[src/rtl/msg_mon_pkg.sv]
// ==================================================
// Shared widths, APB register offsets and the strap
// encoding of the debug-pad and message monitor
// ==================================================

package msg_mon_pkg;

  // RAM side of the snoop path
  typedef logic [31:0] ram_addr_t;
  typedef logic [31:0] ram_data_t;

  // APB register port
  typedef logic [7:0] apb_addr_t;

  // Pad function chosen by the strap pin, high selects JTAG
  typedef enum logic {
    STRAP_SPI  = 1'b0,
    STRAP_JTAG = 1'b1
  } strap_sel_e;

  // Register map
  localparam apb_addr_t REG_MSG_ADDR = 8'h00;
  localparam apb_addr_t REG_STATUS   = 8'h04;
  localparam apb_addr_t REG_DATA     = 8'h08;

  // STATUS fields
  localparam int STATUS_OVF_BIT   = 8;
  localparam int STATUS_STRAP_BIT = 9;

endpackage

[src/rtl/ram_snoop_if.sv]
// ==================================================
// Snooped RAM write bus between the snoop stage and
// the message FIFO
// ==================================================

`timescale 1ns/10ps

interface ram_snoop_if;

  logic                  req;
  logic                  write;
  msg_mon_pkg::ram_addr_t addr;
  msg_mon_pkg::ram_data_t wdata;
  // Registered match against the message address
  logic                  hit;

  modport source (
    output req,
    output write,
    output addr,
    output wdata,
    output hit
  );

  modport sink (
    input req,
    input write,
    input addr,
    input wdata,
    input hit
  );

endinterface

[src/rtl/pad_strap_mux.sv]
// ==================================================
// One-shot strap sampling and JTAG/SPI steering of
// the shared debug pads
// ==================================================

`timescale 1ns/10ps

module pad_strap_mux (
  input  logic                    clk_i,
  input  logic                    arst_n_i,
  input  logic                    strap_jtag_spi_n_i,
  input  logic                    jtag_tck_i,
  input  logic                    jtag_tms_i,
  input  logic                    jtag_tdi_i,
  input  logic                    spi_sck_i,
  input  logic                    spi_csb_i,
  input  logic                    spi_mosi_i,
  input  logic                    pad_tdo_miso_i,
  output logic                    pad_clk_o,
  output logic                    pad_din_o,
  output logic                    pad_sel_o,
  output logic                    jtag_tdo_o,
  output logic                    spi_miso_o,
  output msg_mon_pkg::strap_sel_e strap_o
);

  msg_mon_pkg::strap_sel_e strap_q;
  logic                    sampled_q;
  logic                    jtag_sel;

  // Strap is taken once, on the first edge out of reset, then frozen
  always_ff @(posedge clk_i or negedge arst_n_i) begin
    if (!arst_n_i) begin
      strap_q   <= msg_mon_pkg::STRAP_SPI;
      sampled_q <= 1'b0;
    end else if (!sampled_q) begin
      strap_q   <= msg_mon_pkg::strap_sel_e'(strap_jtag_spi_n_i);
      sampled_q <= 1'b1;
    end
  end

  assign jtag_sel = (strap_q == msg_mon_pkg::STRAP_JTAG);
  assign strap_o  = strap_q;

  // Outbound pads
  assign pad_clk_o = jtag_sel ? jtag_tck_i : spi_sck_i;
  assign pad_din_o = jtag_sel ? jtag_tdi_i : spi_mosi_i;
  assign pad_sel_o = jtag_sel ? jtag_tms_i : spi_csb_i;

  // Return pad goes to the active function only, the other one sees 0
  assign jtag_tdo_o = jtag_sel ? pad_tdo_miso_i : 1'b0;
  assign spi_miso_o = jtag_sel ? 1'b0 : pad_tdo_miso_i;

endmodule

[src/rtl/write_snoop.sv]
// ==================================================
// Snoop stage, registers RAM write requests and flags
// writes to the software message address
// ==================================================

`timescale 1ns/10ps

module write_snoop (
  input  logic                   clk_i,
  input  logic                   arst_n_i,
  input  logic                   ram_req_i,
  input  logic                   ram_write_i,
  input  msg_mon_pkg::ram_addr_t ram_addr_i,
  input  msg_mon_pkg::ram_data_t ram_wdata_i,
  input  msg_mon_pkg::ram_addr_t msg_addr_i,
  ram_snoop_if.source            snoop_o
);

  logic                   req_q;
  logic                   write_q;
  logic                   hit_q;
  msg_mon_pkg::ram_addr_t addr_q;
  msg_mon_pkg::ram_data_t wdata_q;
  logic                   hit_d;

  // Only a real write request to the message address counts
  assign hit_d = ram_req_i && ram_write_i && (ram_addr_i == msg_addr_i);

  always_ff @(posedge clk_i or negedge arst_n_i) begin
    if (!arst_n_i) begin
      req_q   <= 1'b0;
      write_q <= 1'b0;
      hit_q   <= 1'b0;
    end else begin
      req_q   <= ram_req_i;
      write_q <= ram_write_i;
      hit_q   <= hit_d;
    end
  end

  // Payload follows the request without reset
  always_ff @(posedge clk_i) begin
    addr_q  <= ram_addr_i;
    wdata_q <= ram_wdata_i;
  end

  assign snoop_o.req   = req_q;
  assign snoop_o.write = write_q;
  assign snoop_o.addr  = addr_q;
  assign snoop_o.wdata = wdata_q;
  assign snoop_o.hit   = hit_q;

endmodule

[src/rtl/msg_fifo.sv]
// ==================================================
// Message FIFO stage with sticky overflow flag
// ==================================================

`timescale 1ns/10ps

module msg_fifo #(
  // Power of two, 2 to 128
  parameter int FIFO_DEPTH = 8
) (
  input  logic                   clk_i,
  input  logic                   arst_n_i,
  ram_snoop_if.sink              snoop_i,
  input  logic                   pop_i,
  output msg_mon_pkg::ram_data_t data_o,
  output logic [7:0]             count_o,
  output logic                   overflow_o,
  input  logic                   overflow_clr_i
);

  localparam int PTR_W = $clog2(FIFO_DEPTH);

  msg_mon_pkg::ram_data_t mem_q [FIFO_DEPTH];
  logic [PTR_W-1:0]       head_q;
  logic [PTR_W-1:0]       tail_q;
  logic [7:0]             count_q;
  logic                   overflow_q;
  logic                   empty;
  logic                   full;
  logic                   pop_ok;
  logic                   push_ok;

  assign empty  = (count_q == 8'd0);
  assign full   = (count_q == 8'(FIFO_DEPTH));
  assign pop_ok = pop_i && !empty;
  // A full FIFO still takes a word when one leaves in the same cycle
  assign push_ok = snoop_i.hit && (!full || pop_ok);

  always_ff @(posedge clk_i or negedge arst_n_i) begin
    if (!arst_n_i) begin
      head_q     <= '0;
      tail_q     <= '0;
      count_q    <= 8'd0;
      overflow_q <= 1'b0;
    end else begin
      if (push_ok) begin
        tail_q <= tail_q + 1'b1;
      end
      if (pop_ok) begin
        head_q <= head_q + 1'b1;
      end
      if (push_ok && !pop_ok) begin
        count_q <= count_q + 8'd1;
      end else if (pop_ok && !push_ok) begin
        count_q <= count_q - 8'd1;
      end
      // A new drop wins over a clear in the same cycle
      if (snoop_i.hit && !push_ok) begin
        overflow_q <= 1'b1;
      end else if (overflow_clr_i) begin
        overflow_q <= 1'b0;
      end
    end
  end

  always_ff @(posedge clk_i) begin
    if (push_ok) begin
      mem_q[tail_q] <= snoop_i.wdata;
    end
  end

  assign data_o     = mem_q[head_q];
  assign count_o    = count_q;
  assign overflow_o = overflow_q;

endmodule

[src/rtl/msg_apb_regs.sv]
// ==================================================
// APB registers: message address, status, FIFO pop
// and strap readback
// ==================================================

`timescale 1ns/10ps

module msg_apb_regs (
  input  logic                    clk_i,
  input  logic                    arst_n_i,
  input  logic                    psel_i,
  input  logic                    penable_i,
  input  logic                    pwrite_i,
  input  msg_mon_pkg::apb_addr_t  paddr_i,
  input  logic [31:0]             pwdata_i,
  output logic [31:0]             prdata_o,
  output logic                    pready_o,
  output logic                    pslverr_o,
  output msg_mon_pkg::ram_addr_t  msg_addr_o,
  output logic                    pop_o,
  output logic                    overflow_clr_o,
  input  msg_mon_pkg::ram_data_t  fifo_data_i,
  input  logic [7:0]              count_i,
  input  logic                    overflow_i,
  input  msg_mon_pkg::strap_sel_e strap_i
);

  msg_mon_pkg::ram_addr_t msg_addr_q;
  logic [31:0]            prdata_q;
  logic                   pslverr_q;
  logic                   pop_arm_q;
  logic                   setup;
  logic                   access;
  logic                   sel_addr;
  logic                   sel_status;
  logic                   sel_data;
  logic                   mapped;
  logic [31:0]            status;
  logic [31:0]            rdata;

  assign setup  = psel_i && !penable_i;
  assign access = psel_i && penable_i;

  assign sel_addr   = (paddr_i == msg_mon_pkg::REG_MSG_ADDR);
  assign sel_status = (paddr_i == msg_mon_pkg::REG_STATUS);
  assign sel_data   = (paddr_i == msg_mon_pkg::REG_DATA);
  assign mapped     = sel_addr || sel_status || sel_data;

  always_comb begin
    status                               = 32'd0;
    status[7:0]                          = count_i;
    status[msg_mon_pkg::STATUS_OVF_BIT]   = overflow_i;
    status[msg_mon_pkg::STATUS_STRAP_BIT] = (strap_i == msg_mon_pkg::STRAP_JTAG);
  end

  // Empty FIFO reads back as zero
  always_comb begin
    rdata = 32'd0;
    if (sel_addr) begin
      rdata = msg_addr_q;
    end else if (sel_status) begin
      rdata = status;
    end else if (sel_data && count_i != 8'd0) begin
      rdata = fifo_data_i;
    end
  end

  // Read data and error are prepared in setup so the access phase needs no wait
  always_ff @(posedge clk_i or negedge arst_n_i) begin
    if (!arst_n_i) begin
      prdata_q   <= 32'd0;
      pslverr_q  <= 1'b0;
      pop_arm_q  <= 1'b0;
      msg_addr_q <= '0;
    end else begin
      if (setup) begin
        prdata_q  <= pwrite_i ? 32'd0 : rdata;
        pslverr_q <= !mapped;
        // Pop only the word that was returned
        pop_arm_q <= !pwrite_i && sel_data && (count_i != 8'd0);
      end else if (access) begin
        pslverr_q <= 1'b0;
        pop_arm_q <= 1'b0;
      end
      if (access && pwrite_i && sel_addr) begin
        msg_addr_q <= pwdata_i;
      end
    end
  end

  assign pready_o       = access;
  assign prdata_o       = prdata_q;
  assign pslverr_o      = pslverr_q;
  assign msg_addr_o     = msg_addr_q;
  assign pop_o          = access && !pwrite_i && sel_data && pop_arm_q;
  // W1C on the overflow bit
  assign overflow_clr_o = access && pwrite_i && sel_status &&
                          pwdata_i[msg_mon_pkg::STATUS_OVF_BIT];

endmodule

[src/rtl/msg_mon_top.sv]
// ==================================================
// Debug pad mux and software message monitor top
// ==================================================

`timescale 1ns/10ps

module msg_mon_top #(
  parameter int FIFO_DEPTH = 8
) (
  input  logic                   clk_i,
  input  logic                   arst_n_i,
  input  logic                   strap_jtag_spi_n_i,
  input  logic                   jtag_tck_i,
  input  logic                   jtag_tms_i,
  input  logic                   jtag_tdi_i,
  input  logic                   spi_sck_i,
  input  logic                   spi_csb_i,
  input  logic                   spi_mosi_i,
  input  logic                   pad_tdo_miso_i,
  output logic                   pad_clk_o,
  output logic                   pad_din_o,
  output logic                   pad_sel_o,
  output logic                   jtag_tdo_o,
  output logic                   spi_miso_o,
  input  logic                   ram_req_i,
  input  logic                   ram_write_i,
  input  msg_mon_pkg::ram_addr_t ram_addr_i,
  input  msg_mon_pkg::ram_data_t ram_wdata_i,
  input  logic                   psel_i,
  input  logic                   penable_i,
  input  logic                   pwrite_i,
  input  msg_mon_pkg::apb_addr_t paddr_i,
  input  logic [31:0]            pwdata_i,
  output logic [31:0]            prdata_o,
  output logic                   pready_o,
  output logic                   pslverr_o
);

  msg_mon_pkg::strap_sel_e strap;
  msg_mon_pkg::ram_addr_t  msg_addr;
  msg_mon_pkg::ram_data_t  fifo_data;
  logic [7:0]              fifo_count;
  logic                    fifo_overflow;
  logic                    fifo_pop;
  logic                    overflow_clr;

  ram_snoop_if snoop_bus ();

  pad_strap_mux u_pad_mux (
    .clk_i              (clk_i),
    .arst_n_i           (arst_n_i),
    .strap_jtag_spi_n_i (strap_jtag_spi_n_i),
    .jtag_tck_i         (jtag_tck_i),
    .jtag_tms_i         (jtag_tms_i),
    .jtag_tdi_i         (jtag_tdi_i),
    .spi_sck_i          (spi_sck_i),
    .spi_csb_i          (spi_csb_i),
    .spi_mosi_i         (spi_mosi_i),
    .pad_tdo_miso_i     (pad_tdo_miso_i),
    .pad_clk_o          (pad_clk_o),
    .pad_din_o          (pad_din_o),
    .pad_sel_o          (pad_sel_o),
    .jtag_tdo_o         (jtag_tdo_o),
    .spi_miso_o         (spi_miso_o),
    .strap_o            (strap)
  );

  // Stage 1
  write_snoop u_snoop (
    .clk_i       (clk_i),
    .arst_n_i    (arst_n_i),
    .ram_req_i   (ram_req_i),
    .ram_write_i (ram_write_i),
    .ram_addr_i  (ram_addr_i),
    .ram_wdata_i (ram_wdata_i),
    .msg_addr_i  (msg_addr),
    .snoop_o     (snoop_bus.source)
  );

  // Stage 2
  msg_fifo #(
    .FIFO_DEPTH (FIFO_DEPTH)
  ) u_fifo (
    .clk_i          (clk_i),
    .arst_n_i       (arst_n_i),
    .snoop_i        (snoop_bus.sink),
    .pop_i          (fifo_pop),
    .data_o         (fifo_data),
    .count_o        (fifo_count),
    .overflow_o     (fifo_overflow),
    .overflow_clr_i (overflow_clr)
  );

  msg_apb_regs u_regs (
    .clk_i          (clk_i),
    .arst_n_i       (arst_n_i),
    .psel_i         (psel_i),
    .penable_i      (penable_i),
    .pwrite_i       (pwrite_i),
    .paddr_i        (paddr_i),
    .pwdata_i       (pwdata_i),
    .prdata_o       (prdata_o),
    .pready_o       (pready_o),
    .pslverr_o      (pslverr_o),
    .msg_addr_o     (msg_addr),
    .pop_o          (fifo_pop),
    .overflow_clr_o (overflow_clr),
    .fifo_data_i    (fifo_data),
    .count_i        (fifo_count),
    .overflow_i     (fifo_overflow),
    .strap_i        (strap)
  );

endmodule

[config.mk]
export PLATFORM = sky130hd
export DESIGN_NAME = msg_mon_top
export DESIGN_NICKNAME = d
export VERILOG_FILES = /design/src/rtl/msg_mon_pkg.sv /design/src/rtl/ram_snoop_if.sv /design/src/rtl/pad_strap_mux.sv /design/src/rtl/write_snoop.sv /design/src/rtl/msg_fifo.sv /design/src/rtl/msg_apb_regs.sv /design/src/rtl/msg_mon_top.sv
export SDC_FILE = /design/constraint.sdc
export NUM_CORES = 1
export LEC_CHECK = 0
export BUFFER_PORTS_ARGS = -buffer_cell sky130_fd_sc_hd__buf_4
export CORE_MARGIN = 3
export CORE_UTILIZATION = 45
export CTS_CLUSTER_SIZE = 25
export DETAILED_ROUTE_END_ITERATION = 8
export MAX_ROUTING_LAYER = met4
export SLEW_MARGIN = 15
export SYNTH_ARGS = -nofsm -noshare
export SYNTH_HDL_FRONTEND = slang
export SYNTH_SLANG_ARGS = --single-unit
[constraint.sdc]
create_clock -name clk_i -period 8.42 [get_ports clk_i]
set_input_delay 0.421 -clock clk_i [delete_from_list [all_inputs] [get_ports clk_i]]
set_output_delay 0.421 -clock clk_i [all_outputs]
set_load 0.02 [all_outputs]
==> impl_metrics.json <==
{
  "syn_inst": 804,
  "die_w_um": 187,
  "stdcell_area_um2": 18000,
  "first_pass_iters": 5,
  "fin_crit_sh_pct": 42.3,
  "fin_skew_ns": 0.0154,
  "wl_per_cell_um": 23.1,
  "worstPathMaxFanout": 13,
  "use_met2_pct": 31.5,
  "fin_setup_tns_ns": 0,
  "clock_latency_ns": 0.53,
  "synth_common_cells": "edfxtp_1, dfrtp_1, mux4_2",
  "grt_use_met3_pct": 3.36,
  "powerDensity_nw_per_um2": 213,
  "gr-usage-met1_pct": 27.8,
  "synth_most_common_cell": "edfxtp_1",
  "seqPwrFrac_pct": 51.8,
  "leakage_uw": 0.00674,
  "clk_pin_slew_ns": 0.06,
  "cp_data_arrival_time_ns": 4.02,
  "power_frac_clock_pct": 45.4,
  "hold_path_class": "in2reg",
  "drv_cap": 0,
  "die-area_um2": 34800,
  "rows": 65,
  "async_flop_share_pct": 22.6,
  "final_core_util_pct": 56.6,
  "nets": 1139,
  "path_class": "reg2reg",
  "track_usage_pct": 20.2,
  "worstHoldStart": "ram_wdata_i[1]",
  "max-slew-margin-rel_pct": 24.9,
  "numCtsBuffers": 40,
  "switching_share_pct": 19.4,
  "synth_area_um2": 14700,
  "postCtsSetupRepairBufs": 0,
  "initial_utilization_pct": 46.1,
  "ant_nets": 0,
  "ir_drop_v": 0.000150,
  "cts_buffer_depth": 3,
  "synth_edf_count": 256,
  "area_growth_pct": 22.9,
  "ios": 158,
  "cts_root_buffer": "clkbuf_16",
  "reg2reg_from": "u_fifo.count_o[0]",
  "outcome": "complete, no violations",
  "route.detailed.drc": 0,
  "worstSetupEndpointType": "flop",
  "setup_viol": 0,
  "die_h_um": 187,
  "combPwrFrac_pct": 2.7,
  "synth_cell_type_count": 54,
  "ys_ff_latch": 372,
  "cts_sinks": 372,
  "n_antenna_cell": 0,
  "power_switching_uw": 745,
  "synth_top_area_share_pct": 52.4,
  "core_um2": 31900,
  "ys_seq_area_share_pct": 71.0,
  "cts_tree": "yes",
  "hold-worst-slack_ns": 0.0348,
  "slew_viol_final": 0,
  "setup.worst_path.start": "u_fifo.count_o[0]",
  "grt_pass1_wl_um": 51600,
  "gp_congestion": 0.864,
  "wirelength_um": 34100,
  "cts_hold_buffers": 30,
  "io_buffers": 157,
  "required_ns": 8.87,
  "dpl.hpwl_um": 21000,
  "htreeDepth": 2,
  "drt_iter0_markers": 559,
  "fmax_mhz": 280,
  "ys_warn_count": 0,
  "vias": 8027,
  "ys.flop_type": "edfxtp_1",
  "synth_top_area_cell": "edfxtp_1",
  "grt_max_degree": 77,
  "top_usage_layer": "met2",
  "internal_power_uw": 3090,
  "fillers": 2557,
  "grt_pass1_vias": 8322,
  "start_kind": "flop",
  "cts_resized": 0,
  "place_area_um2": 16400,
  "rsz0062_at_grt": "false",
  "via_per_inst": 5.43,
  "avgSynthCellArea_um2": 18.3,
  "synth_area_leaders": "edfxtp_1, dfrtp_1, mux4_2",
  "overflow": 0,
  "fin_crit_ns": 3.57,
  "antenna_found_initial": 0,
  "synthesis.nets": 933,
  "hold_viol": 0,
  "worst_pin_slew_ns": 1.11,
  "final_layout_size_suffix_gt1_share_pct": 35.1
}
## layout make-up
type | instances | area, um2 | share of cell area [%]
clock buffer | 64 | 1190 | 6.62
clock inverter | 10 | 135 | 0.749
inverter | 7 | 26.3 | 0.146
multi-input combinational | 385 | 4100 | 22.7
sequential | 372 | 10400 | 57.9
tap | 435 | 544 | 3.02
timing repair buffer | 204 | 1610 | 8.92
## flip-flops by register name, indices dropped and copies added, names as in the netlist
name	count
u_fifo.mem_q	256
u_fifo.count_o	8
u_pad_mux.strap_o	1
u_regs.pslverr_o	1
u_snoop.snoop_o.wdata	32
u_snoop.snoop_o.hit	1
u_regs.pop_arm_q	1
u_regs.prdata_o	32
u_regs.msg_addr_o	32
u_fifo.overflow_o	1
u_fifo.head_q	3
u_pad_mux.sampled_q	1
u_fifo.tail_q	3
## kinds of logic (layout without fill, tap and decap cells)
group                      after synthesis  in the layout  synth area share, %
xor gates and xnor gates                39             39                 2.33
muxes                                  136            136                 15.9
AOI/OAI and AO/OA                      108            108                 4.76
buffers and inverters                   47            285                 1.53
and+or+nand+nor                         91             91                 3.51
other                                    1              1               0.0255
adders and majority gates               10             10                0.903
DFF                                    372            372                 71.0
## critical path: stages, from the launching register on
cell       delay [ns]
dfrtp_1          0.47
nor4_1           0.46
nand3b_1         0.46
nand3_1          0.31
ha_1             0.23
inv_1            0.18
fa_1             0.44
a21o_1           0.19
a31o_2           0.26
a2111oi_0        0.35
nand3b_1         0.15
## metrics by stage
step                      std cells  power (uW)  setup slack, ns
after global placement         1372        2120             4.55
after CTS                      1476        3880             4.95
after floorplan                 804        2040             3.27
final                          1477        3840             4.85
after global routing           1477        3970             4.59
after detailed placement       1372        2120             4.50
## metal layers
| layer | wire length (um) | up-vias |
|---|---|---|
| li1 | - | 3599 |
| met1 | 15100 | 4139 |
| met2 | 16300 | 236 |
| met3 | 1800 | 53 |
| met4 | 813 | 0 |
| met5 | 0 | - |
## path summary, 6_finish.rpt
path / slack, ns / depth (start not counted) / end
worst max-delay path: 4.85 / 10 / u_fifo.count_o[6]
worst min-delay path: 0.03 / 1 / u_snoop.snoop_o.wdata[1]
worst max register to register: 4.85 / 10 / u_fifo.count_o[6]
worst min register to register: 0.48 / 2 / u_regs.prdata_o[2]
max in group asynchronous: 6.84 / 3 / u_fifo.head_q[0]
min in group asynchronous: 0.27 / 2 / u_regs.prdata_o[10]
## power groups by stage
stage                     registers, uW  logic [uW]  clock network (uW)
after floorplan                    2020        24.6                   0
after CTS                          1990         106                1780
after global routing               1990         113                1870
final                              1990         105                1740
after detailed placement           2030        94.3                   0
after global placement             2030        94.1                   0
## layout by cell type, fill, tap and decap left out, drive strengths merged, types with 4 or more instances in the layout
| cell | Yosys | final |
|---|---|---|
| a21oi | 6 | 6 |
| nor4 | 11 | 11 |
| mux2 | 50 | 50 |
| a211oi | 6 | 6 |
| nand2b | 10 | 10 |
| dfxtp | 32 | 32 |
| xor2 | 28 | 28 |
| clkinv | 0 | 7 |
| nor3 | 8 | 8 |
| nand3 | 9 | 9 |
| inv | 7 | 7 |
| o21ai | 48 | 48 |
| nor2 | 9 | 9 |
| buf | 14 | 173 |
| ha | 9 | 9 |
| mux2i | 22 | 22 |
| mux4 | 64 | 64 |
| a32oi | 10 | 10 |
| a22oi | 22 | 22 |
| dfrtp | 84 | 84 |
| nand4 | 4 | 4 |
| dlygate4sd3 | 0 | 31 |
| nor3b | 4 | 4 |
| nand2 | 18 | 18 |
| edfxtp | 256 | 256 |
| clkbuf | 26 | 64 |
| xnor2 | 11 | 11 |
(Power assumes the default switching activity.)
